### src/spmm_fmt_pkg.sv
package spmm_fmt_pkg;

  // ==================================================
  // Matrix dimensions and widths
  // ==================================================
  localparam int DATA_WIDTH      = 8;
  localparam int WH_DATA_WIDTH   = 12;
  localparam int NUM_FEATURE_IN  = 16;
  localparam int NUM_FEATURE_OUT = 4;
  localparam int COL_IDX_WIDTH   = $clog2(NUM_FEATURE_IN);
  // One extra code so a full row of 16 fits
  localparam int ROW_LEN_WIDTH   = $clog2(NUM_FEATURE_IN + 1);
  localparam int NUM_NODE_WIDTH  = 4;
  localparam int NNZ_ADDR_WIDTH  = 8;

  // ==================================================
  // Scalar types
  // ==================================================
  typedef logic signed [DATA_WIDTH-1:0]    data_t;
  typedef logic signed [WH_DATA_WIDTH-1:0] wh_data_t;
  typedef logic [COL_IDX_WIDTH-1:0]        col_idx_t;

  // Index 0 is the top slice, so feature 0 lands in the MSBs
  typedef logic [0:NUM_FEATURE_OUT-1][WH_DATA_WIDTH-1:0] wh_sums_t;

  // ==================================================
  // Memory word formats
  // ==================================================
  // H-data word, one per nonzero
  typedef struct packed {
    col_idx_t col_idx;
    data_t    val;
  } h_elem_t;

  // Node-info word, one per H row
  typedef struct packed {
    logic [ROW_LEN_WIDTH-1:0]  row_len;
    logic [NUM_NODE_WIDTH-1:0] num_node;
    logic                      src_flag;
  } node_info_t;

  // WH word, one per H row
  typedef struct packed {
    wh_sums_t                  sums;
    logic [NUM_NODE_WIDTH-1:0] num_node;
    logic                      src_flag;
  } wh_entry_t;

  // Row and WH address width for a given row count, never below one bit
  function automatic int row_addr_width(int num_rows);
    return (num_rows > 1) ? $clog2(num_rows) : 1;
  endfunction

endpackage

### src/spmm_ctrl_pkg.sv
package spmm_ctrl_pkg;

  // ==================================================
  // Controller states
  // ==================================================
  typedef enum logic [2:0] {
    IDLE,
    INFO,
    INFO_WAIT,
    STREAM,
    DRAIN,
    WRITE,
    DONE
  } ctrl_state_e;

  // ==================================================
  // Processing-element opcodes
  // ==================================================
  typedef enum logic [1:0] {
    PE_NOP,
    PE_CLEAR,
    PE_ACC
  } pe_op_e;

endpackage

### src/spmm_ctrl.sv
`timescale 1ns/1ps

module spmm_ctrl
  import spmm_ctrl_pkg::*;
(
  input  logic   clk,
  input  logic   rst_n,
  input  logic   start_i,
  input  logic   row_empty_i,
  input  logic   row_last_elem_i,
  input  logic   run_last_row_i,
  output logic   run_clear_o,
  output logic   len_load_o,
  output logic   elem_step_o,
  output logic   row_step_o,
  output logic   info_capture_o,
  output logic   wh_write_o,
  output pe_op_e pe_op_o,
  output logic   busy_o,
  output logic   done_o
);

  ctrl_state_e state_q;
  ctrl_state_e state_d;
  // Low in the first drain cycle, high in the second
  logic        drain_q;

  // ==================================================
  // Next state
  // ==================================================
  always_comb begin
    state_d = state_q;
    case (state_q)
      IDLE: begin
        if (start_i) begin
          state_d = INFO;
        end
      end
      INFO: begin
        state_d = INFO_WAIT;
      end
      INFO_WAIT: begin
        // Empty row skips streaming, sums are already zero
        state_d = row_empty_i ? WRITE : STREAM;
      end
      STREAM: begin
        if (row_last_elem_i) begin
          state_d = DRAIN;
        end
      end
      DRAIN: begin
        if (drain_q) begin
          state_d = WRITE;
        end
      end
      WRITE: begin
        state_d = run_last_row_i ? DONE : INFO;
      end
      DONE: begin
        state_d = IDLE;
      end
      default: begin
        state_d = IDLE;
      end
    endcase
  end

  always_ff @(posedge clk or negedge rst_n) begin
    if (!rst_n) begin
      state_q <= IDLE;
      drain_q <= 1'b0;
    end else begin
      state_q <= state_d;
      drain_q <= (state_q == DRAIN) && !drain_q;
    end
  end

  // ==================================================
  // Strobes to counter, writer and PEs
  // ==================================================
  assign run_clear_o    = (state_q == IDLE) && start_i;
  assign len_load_o     = (state_q == INFO_WAIT);
  assign info_capture_o = (state_q == INFO_WAIT);
  assign elem_step_o    = (state_q == STREAM);
  assign row_step_o     = (state_q == WRITE) && !run_last_row_i;

  // Writer registers the strobe, so it goes out one cycle ahead of WRITE
  assign wh_write_o = (state_d == WRITE);

  // Clear leaves on the cycle entering INFO and reaches the accumulators
  // two stages later, in time for an empty row's WRITE
  always_comb begin
    if (state_d == INFO) begin
      pe_op_o = PE_CLEAR;
    end else if (state_q == STREAM) begin
      pe_op_o = PE_ACC;
    end else begin
      pe_op_o = PE_NOP;
    end
  end

  assign busy_o = (state_q != IDLE);
  assign done_o = (state_q == DONE);

endmodule

### src/row_counter.sv
`timescale 1ns/1ps

module row_counter
  import spmm_fmt_pkg::*;
#(
  parameter int  NUM_ROWS   = 12,
  localparam int ROW_ADDR_W = row_addr_width(NUM_ROWS)
) (
  input  logic                      clk,
  input  logic                      rst_n,
  input  logic                      run_clear_i,
  input  logic                      len_load_i,
  input  logic                      elem_step_i,
  input  logic                      row_step_i,
  input  node_info_t                info_i,
  output logic [ROW_ADDR_W-1:0]     info_addr_o,
  output logic [NNZ_ADDR_WIDTH-1:0] h_addr_o,
  output logic                      row_empty_o,
  output logic                      row_last_elem_o,
  output logic                      run_last_row_o
);

  logic [ROW_ADDR_W-1:0]     row_q;
  logic [NNZ_ADDR_WIDTH-1:0] nnz_q;
  logic [ROW_LEN_WIDTH-1:0]  elem_q;

  // ==================================================
  // Counters
  // ==================================================
  // Row index, addresses node info
  always_ff @(posedge clk or negedge rst_n) begin
    if (!rst_n) begin
      row_q <= '0;
    end else if (run_clear_i) begin
      row_q <= '0;
    end else if (row_step_i) begin
      row_q <= row_q + 1'b1;
    end
  end

  // Nonzero address, runs on across row boundaries
  always_ff @(posedge clk or negedge rst_n) begin
    if (!rst_n) begin
      nnz_q <= '0;
    end else if (run_clear_i) begin
      nnz_q <= '0;
    end else if (elem_step_i) begin
      nnz_q <= nnz_q + 1'b1;
    end
  end

  // Elements left in the current row
  always_ff @(posedge clk or negedge rst_n) begin
    if (!rst_n) begin
      elem_q <= '0;
    end else if (len_load_i) begin
      elem_q <= info_i.row_len;
    end else if (elem_step_i) begin
      elem_q <= elem_q - 1'b1;
    end
  end

  assign info_addr_o = row_q;
  assign h_addr_o    = nnz_q;

  // ==================================================
  // Row and run flags
  // ==================================================
  // Valid while the node-info word is on the bus
  assign row_empty_o     = (info_i.row_len == '0);
  assign row_last_elem_o = (elem_q == ROW_LEN_WIDTH'(1));
  assign run_last_row_o  = (row_q == ROW_ADDR_W'(NUM_ROWS - 1));

endmodule

### src/sp_pe.sv
`timescale 1ns/1ps

module sp_pe
  import spmm_fmt_pkg::*;
  import spmm_ctrl_pkg::*;
(
  input  logic     clk,
  input  logic     rst_n,
  input  pe_op_e   op_i,
  input  h_elem_t  elem_i,
  output col_idx_t wgt_addr_o,
  input  data_t    wgt_dout_i,
  output wh_data_t sum_o
);

  // Opcode arrives with the H address, data a cycle later
  pe_op_e                         op_q;
  pe_op_e                         op_s2;
  data_t                          val_s2;
  logic signed [2*DATA_WIDTH-1:0] prod;
  wh_data_t                       acc_q;

  // ==================================================
  // Stage one: weight fetch
  // ==================================================
  assign wgt_addr_o = elem_i.col_idx;

  always_ff @(posedge clk or negedge rst_n) begin
    if (!rst_n) begin
      op_q  <= PE_NOP;
      op_s2 <= PE_NOP;
    end else begin
      op_q  <= op_i;
      op_s2 <= op_q;
    end
  end

  // ==================================================
  // Stage two: multiply-accumulate
  // ==================================================
  assign prod = val_s2 * wgt_dout_i;

  always_ff @(posedge clk) begin
    val_s2 <= elem_i.val;
    case (op_s2)
      PE_CLEAR: begin
        acc_q <= '0;
      end
      PE_ACC: begin
        // Wraps modulo 2^12
        acc_q <= acc_q + prod[WH_DATA_WIDTH-1:0];
      end
      default: begin
        acc_q <= acc_q;
      end
    endcase
  end

  assign sum_o = acc_q;

endmodule

### src/wh_writer.sv
`timescale 1ns/1ps

module wh_writer
  import spmm_fmt_pkg::*;
#(
  parameter int  NUM_ROWS   = 12,
  localparam int ROW_ADDR_W = row_addr_width(NUM_ROWS)
) (
  input  logic                  clk,
  input  logic                  rst_n,
  input  logic                  run_clear_i,
  input  logic                  info_capture_i,
  input  logic                  wh_write_i,
  input  node_info_t            info_i,
  input  wh_sums_t              sums_i,
  output wh_entry_t             wh_din_o,
  output logic                  wh_ena_o,
  output logic [ROW_ADDR_W-1:0] wh_addr_o
);

  logic [NUM_NODE_WIDTH-1:0] num_node_q;
  logic                      src_flag_q;
  logic                      ena_q;
  logic [ROW_ADDR_W-1:0]     addr_q;

  // Row metadata, held from INFO_WAIT until the write
  always_ff @(posedge clk) begin
    if (info_capture_i) begin
      num_node_q <= info_i.num_node;
      src_flag_q <= info_i.src_flag;
    end
  end

  // ==================================================
  // Write strobe and address
  // ==================================================
  always_ff @(posedge clk or negedge rst_n) begin
    if (!rst_n) begin
      ena_q  <= 1'b0;
      addr_q <= '0;
    end else begin
      ena_q <= wh_write_i;
      if (run_clear_i) begin
        addr_q <= '0;
      end else if (ena_q) begin
        addr_q <= addr_q + 1'b1;
      end
    end
  end

  // Accumulators settle on the same edge that raises the strobe
  assign wh_din_o = '{sums: sums_i, num_node: num_node_q, src_flag: src_flag_q};

  assign wh_ena_o  = ena_q;
  assign wh_addr_o = addr_q;

endmodule

### src/spmm_top.sv
`timescale 1ns/1ps

module spmm_top
  import spmm_fmt_pkg::*;
  import spmm_ctrl_pkg::*;
#(
  parameter int  NUM_ROWS   = 12,
  localparam int ROW_ADDR_W = row_addr_width(NUM_ROWS)
) (
  input  logic                                         clk,
  input  logic                                         rst_n,
  input  logic                                         start_i,
  output logic                                         busy_o,
  output logic                                         done_o,
  // H-data memory
  output logic [NNZ_ADDR_WIDTH-1:0]                    h_addr_o,
  input  h_elem_t                                      h_dout_i,
  // Node-info memory
  output logic [ROW_ADDR_W-1:0]                        info_addr_o,
  input  node_info_t                                   info_dout_i,
  // Weight memories, one per output feature
  output logic [NUM_FEATURE_OUT-1:0][COL_IDX_WIDTH-1:0] wgt_addr_o,
  input  logic [NUM_FEATURE_OUT-1:0][DATA_WIDTH-1:0]    wgt_dout_i,
  // WH memory
  output wh_entry_t                                    wh_din_o,
  output logic                                         wh_ena_o,
  output logic [ROW_ADDR_W-1:0]                        wh_addr_o
);

  logic     run_clear;
  logic     len_load;
  logic     elem_step;
  logic     row_step;
  logic     row_empty;
  logic     row_last_elem;
  logic     run_last_row;
  logic     info_capture;
  logic     wh_write;
  pe_op_e   pe_op;
  wh_sums_t sums;

  // ==================================================
  // Control
  // ==================================================
  spmm_ctrl u_spmm_ctrl (
    .clk             (clk),
    .rst_n           (rst_n),
    .start_i         (start_i),
    .row_empty_i     (row_empty),
    .row_last_elem_i (row_last_elem),
    .run_last_row_i  (run_last_row),
    .run_clear_o     (run_clear),
    .len_load_o      (len_load),
    .elem_step_o     (elem_step),
    .row_step_o      (row_step),
    .info_capture_o  (info_capture),
    .wh_write_o      (wh_write),
    .pe_op_o         (pe_op),
    .busy_o          (busy_o),
    .done_o          (done_o)
  );

  row_counter #(
    .NUM_ROWS (NUM_ROWS)
  ) u_row_counter (
    .clk             (clk),
    .rst_n           (rst_n),
    .run_clear_i     (run_clear),
    .len_load_i      (len_load),
    .elem_step_i     (elem_step),
    .row_step_i      (row_step),
    .info_i          (info_dout_i),
    .info_addr_o     (info_addr_o),
    .h_addr_o        (h_addr_o),
    .row_empty_o     (row_empty),
    .row_last_elem_o (row_last_elem),
    .run_last_row_o  (run_last_row)
  );

  // ==================================================
  // Datapath
  // ==================================================
  // PE i computes feature i
  for (genvar i = 0; i < NUM_FEATURE_OUT; i++) begin : g_pe
    sp_pe u_sp_pe (
      .clk        (clk),
      .rst_n      (rst_n),
      .op_i       (pe_op),
      .elem_i     (h_dout_i),
      .wgt_addr_o (wgt_addr_o[i]),
      .wgt_dout_i (wgt_dout_i[i]),
      .sum_o      (sums[i])
    );
  end

  wh_writer #(
    .NUM_ROWS (NUM_ROWS)
  ) u_wh_writer (
    .clk            (clk),
    .rst_n          (rst_n),
    .run_clear_i    (run_clear),
    .info_capture_i (info_capture),
    .wh_write_i     (wh_write),
    .info_i         (info_dout_i),
    .sums_i         (sums),
    .wh_din_o       (wh_din_o),
    .wh_ena_o       (wh_ena_o),
    .wh_addr_o      (wh_addr_o)
  );

endmodule

### config.mk
export PLATFORM = sky130hd
export DESIGN_NAME = spmm_top
export DESIGN_NICKNAME = d
export VERILOG_FILES = /design/src/spmm_fmt_pkg.sv /design/src/spmm_ctrl_pkg.sv /design/src/spmm_ctrl.sv /design/src/row_counter.sv /design/src/sp_pe.sv /design/src/wh_writer.sv /design/src/spmm_top.sv
export SDC_FILE = /design/constraint.sdc
export NUM_CORES = 1
export LEC_CHECK = 0
export ABC_AREA = 1
export BUFFER_PORTS_ARGS = -buffer_cell sky130_fd_sc_hd__buf_2
export CORE_MARGIN = 3
export CORE_UTILIZATION = 30
export DETAILED_ROUTE_END_ITERATION = 12
export GPL_ROUTABILITY_DRIVEN = 1
export PLACE_DENSITY_LB_ADDON = 0.3
export SLEW_MARGIN = 20
export SYNTH_ARGS = -nofsm -noshare
export SYNTH_HDL_FRONTEND = slang
export SYNTH_SLANG_ARGS = --single-unit
### constraint.sdc
create_clock -name clk -period 6.1 [get_ports clk]
set_input_delay 1.22 -clock clk [delete_from_list [all_inputs] [get_ports clk]]
set_output_delay 1.22 -clock clk [all_outputs]
set_load 0.1 [all_outputs]
==> flow_metrics.py <==
metrics = {
    "cts": {
        "insertion_delay_ps": 390,
        "clk_pin_slew_worst_paths_ps": 70,
        "cts_hold_buf": 0,
        "cts_tree": "yes",
        "ctsHtreeMaxLevel": 3,
        "post_cts_buffers": 0,
        "cts_buffers": 9,
        "ctsResizeCount": 0,
        "cts_root_buf": "clkbuf_16",
        "clk_path_buf_depth": 2,
        "cts_sinks": 91,
    },
    "grt": {
        "grt_antenna_before_repair": 2,
        "grt_pass1_wl_um": 49900,
        "grt_pass1_vias": 9872,
        "grt_max_degree": 49,
        "grt.total_usage_pct": 14.1,
        "grt_overflow_total": 0,
    },
    "logic_synthesis": {
        "synthArstFlopShare_pct": 33.0,
        "synthXorXnorAreaFrac_pct": 1.43,
        "synth-simple-area-share_pct": 17.1,
        "synth_compound_area_share_pct": 4.24,
        "synthMuxAreaShare_pct": 0,
        "syn_nets": 1921,
        "synth-edff-count": 53,
        "yosys_warnings": 0,
        "synth_seq_area_share_pct": 19.7,
        "syn_area_per_cell_sq_um": 8.14,
        "ys_types": 44,
        "synth_top_family_by_area": "adder cells",
        "netlist_area_sq_mm": 0.0127,
        "ys_ff_latch": 91,
        "ys.flop_type": "edfxtp_1",
        "synthAdderAreaFrac_pct": 41.3,
        "synthCells": 1558,
    },
    "worst_setup_path": {
        "crit_arrival_ps": 5250,
        "crit_fanout": 8,
        "end_kind": "flop",
        "crit_start": "wgt_dout_i[0]",
        "worstSetupPathType": "input pin to flop",
        "start_kind": "input pin",
        "rr_worst_depth": 18,
        "required_ps": 6240,
        "regToRegStartpoint": "g_pe[3].u_sp_pe.val_s2[5]",
    },
    "die": {
        "dieArea_sq_mm": 0.0448,
        "rows": 74,
        "ios": 145,
        "die_h_um": 212,
        "floorplan.initialDensity_pct": 30.7,
        "fp.dieW_um": 212,
        "core_sq_mm": 0.0413,
    },
    "layout": {
        "final_nets": 1999,
        "drive_above_1_share_pct": 10.8,
        "synthToLayoutAreaGrowth_pct": 10.4,
        "fillCellCount": 4279,
        "final_cell_mix": "434 x inv_1, 397 x nand2_1, 188 x fa_1, 124 x buf_2, 117 x ha_1",
        "mostFrequentLayoutCell": "inv_1",
    },
    "sta": {
        "rsz0062_at_grt": "false",
        "finalHoldViolCount": 0,
        "setup_viol_count_final": 0,
        "final-max-slew-violation-count": 0,
        "fin_crit_ps": 5110,
        "fmax_mhz": 196,
        "setup_tns_ps": 0,
        "skew_ps": 16.6,
        "slew_headroom_pct": 36.7,
        "worst_slew_pin_slew_ps": 949,
        "fin_crit_sh_pct": 83.8,
    },
    "route": {
        "drtIter0Drc": 435,
        "drc": 0,
        "detail_route.wl_per_cell_um": 13.7,
        "totalWireLength_um": 29800,
        "drtAntennaViolNets": 0,
        "first_pass_iters": 5,
        "via_per_inst": 4.30,
        "vias": 9359,
    },
    "worst_hold_path": {
        "min_path_cells": 0,
        "hp-class": "flop to flop",
        "min_from": "g_pe[3].u_sp_pe.op_q[0]",
    },
    "placement": {
        "port_buffers": 124,
        "gp_congestion": 0.799,
        "dp_hpwl_um": 24200,
    },
    "outcome": {
        "status": "completed",
    },
    "flow_run": {
        "cap_violations": 0,
    },
}
## area by class of cell
cell class / count / area (sq um) / area share [%]
tap: 532 / 666 / 4.76
clock buffer: 10 / 239 / 1.71
clock inverter: 6 / 58.8 / 0.420
multi-input combinational: 953 / 8130 / 58.1
antenna: 2 / 5.00 / 0.0358
sequential: 91 / 2500 / 17.9
inverter: 442 / 1660 / 11.9
timing repair buffer: 139 / 733 / 5.24
## per-layer routing
| layer | vias up | share of wire, % | global-route usage (%) | wire (um) |
|---|---|---|---|---|
| li1 | 4709 | - | - | - |
| met1 | 4495 | 45 | 17.9 | 13500 |
| met2 | 139 | 48 | 24.4 | 14400 |
| met3 | 16 | 5.0 | 3.35 | 1500 |
| met4 | 0 | 1.4 | 3.74 | 408 |
| met5 | - | 0 | 0 | 0 |
## synthesized netlist by cell type, drive strengths merged (3+ instances only)
cell type / number / area, sq um
inv: 440 / 1650
dfrtp: 30 / 751
fa: 188 / 3760
nand3b: 8 / 60.1
nand2: 402 / 1520
buf: 44 / 277
a21oi: 52 / 260
nand4: 3 / 18.8
xnor2: 13 / 129
nor3: 13 / 75.1
nand3: 52 / 265
xor2: 6 / 52.6
nor2: 48 / 200
edfxtp: 53 / 1590
dfxtp: 8 / 160
o31ai: 3 / 22.5
clkbuf: 28 / 114
o21ai: 28 / 140
ha: 118 / 1480
a21o: 3 / 22.5
## state kept, by name (all words and copies together) (netlist names)
signal                     flops
g_pe.u_sp_pe.op_q              2
g_pe.u_sp_pe.op_s2             2
g_pe.u_sp_pe.sum_o            48
g_pe.u_sp_pe.val_s2            8
u_row_counter.elem_q           5
u_row_counter.h_addr_o         8
u_row_counter.info_addr_o      4
u_spmm_ctrl.drain_q            1
u_spmm_ctrl.state_q            3
u_wh_writer.num_node_q         4
u_wh_writer.src_flag_q         1
u_wh_writer.wh_addr_o          4
u_wh_writer.wh_ena_o           1
## worst max-delay path, cell delays in order
cell and delay [ps]:
buf_2 160, nand2_1 100, fa_1 540, inv_1 50, fa_1 490, inv_1 50
fa_1 530, inv_1 50, fa_1 380, fa_1 460, ha_1 350, inv_1 80
o31ai_1 400, nand2_1 110, nand2_1 80, a21oi_1 70, nor2_1 90, nor2_1 50
## worst paths after layout
path,to,slack (ps)
worst max-delay path,g_pe[0].u_sp_pe.sum_o[10],990
worst min-delay path,g_pe[2].u_sp_pe.op_s2[0],360
worst max register to register,g_pe[1].u_sp_pe.sum_o[10],1060
worst min register to register,g_pe[2].u_sp_pe.op_s2[0],360
max in group asynchronous,u_row_counter.h_addr_o[3],4770
min in group asynchronous,u_wh_writer.wh_ena_o,870
## through the flow
step	hold WS [ps]	area, sq um	setup slack, ps	instances	util [%]
after floorplan	331	12700	893	1558	-
after global placement	333	13700	675	2157	33.2
after detailed placement	346	13700	592	2157	33.2
after CTS	365	14000	980	2173	33.9
after global routing	369	14000	681	2173	33.9
final	359	14000	988	2175	33.9
## kinds of logic after synthesis
group | after synthesis
adders and majority gates | 306
AOI/OAI and AO/OA | 98
and+or+nand+nor | 530
buffers and inverters | 514
xor gates and xnor gates | 19
DFF | 91
Power is left out: the tool's default activity adds up to more than one toggle a clock period on the data nets, which glitch-free logic cannot reach.
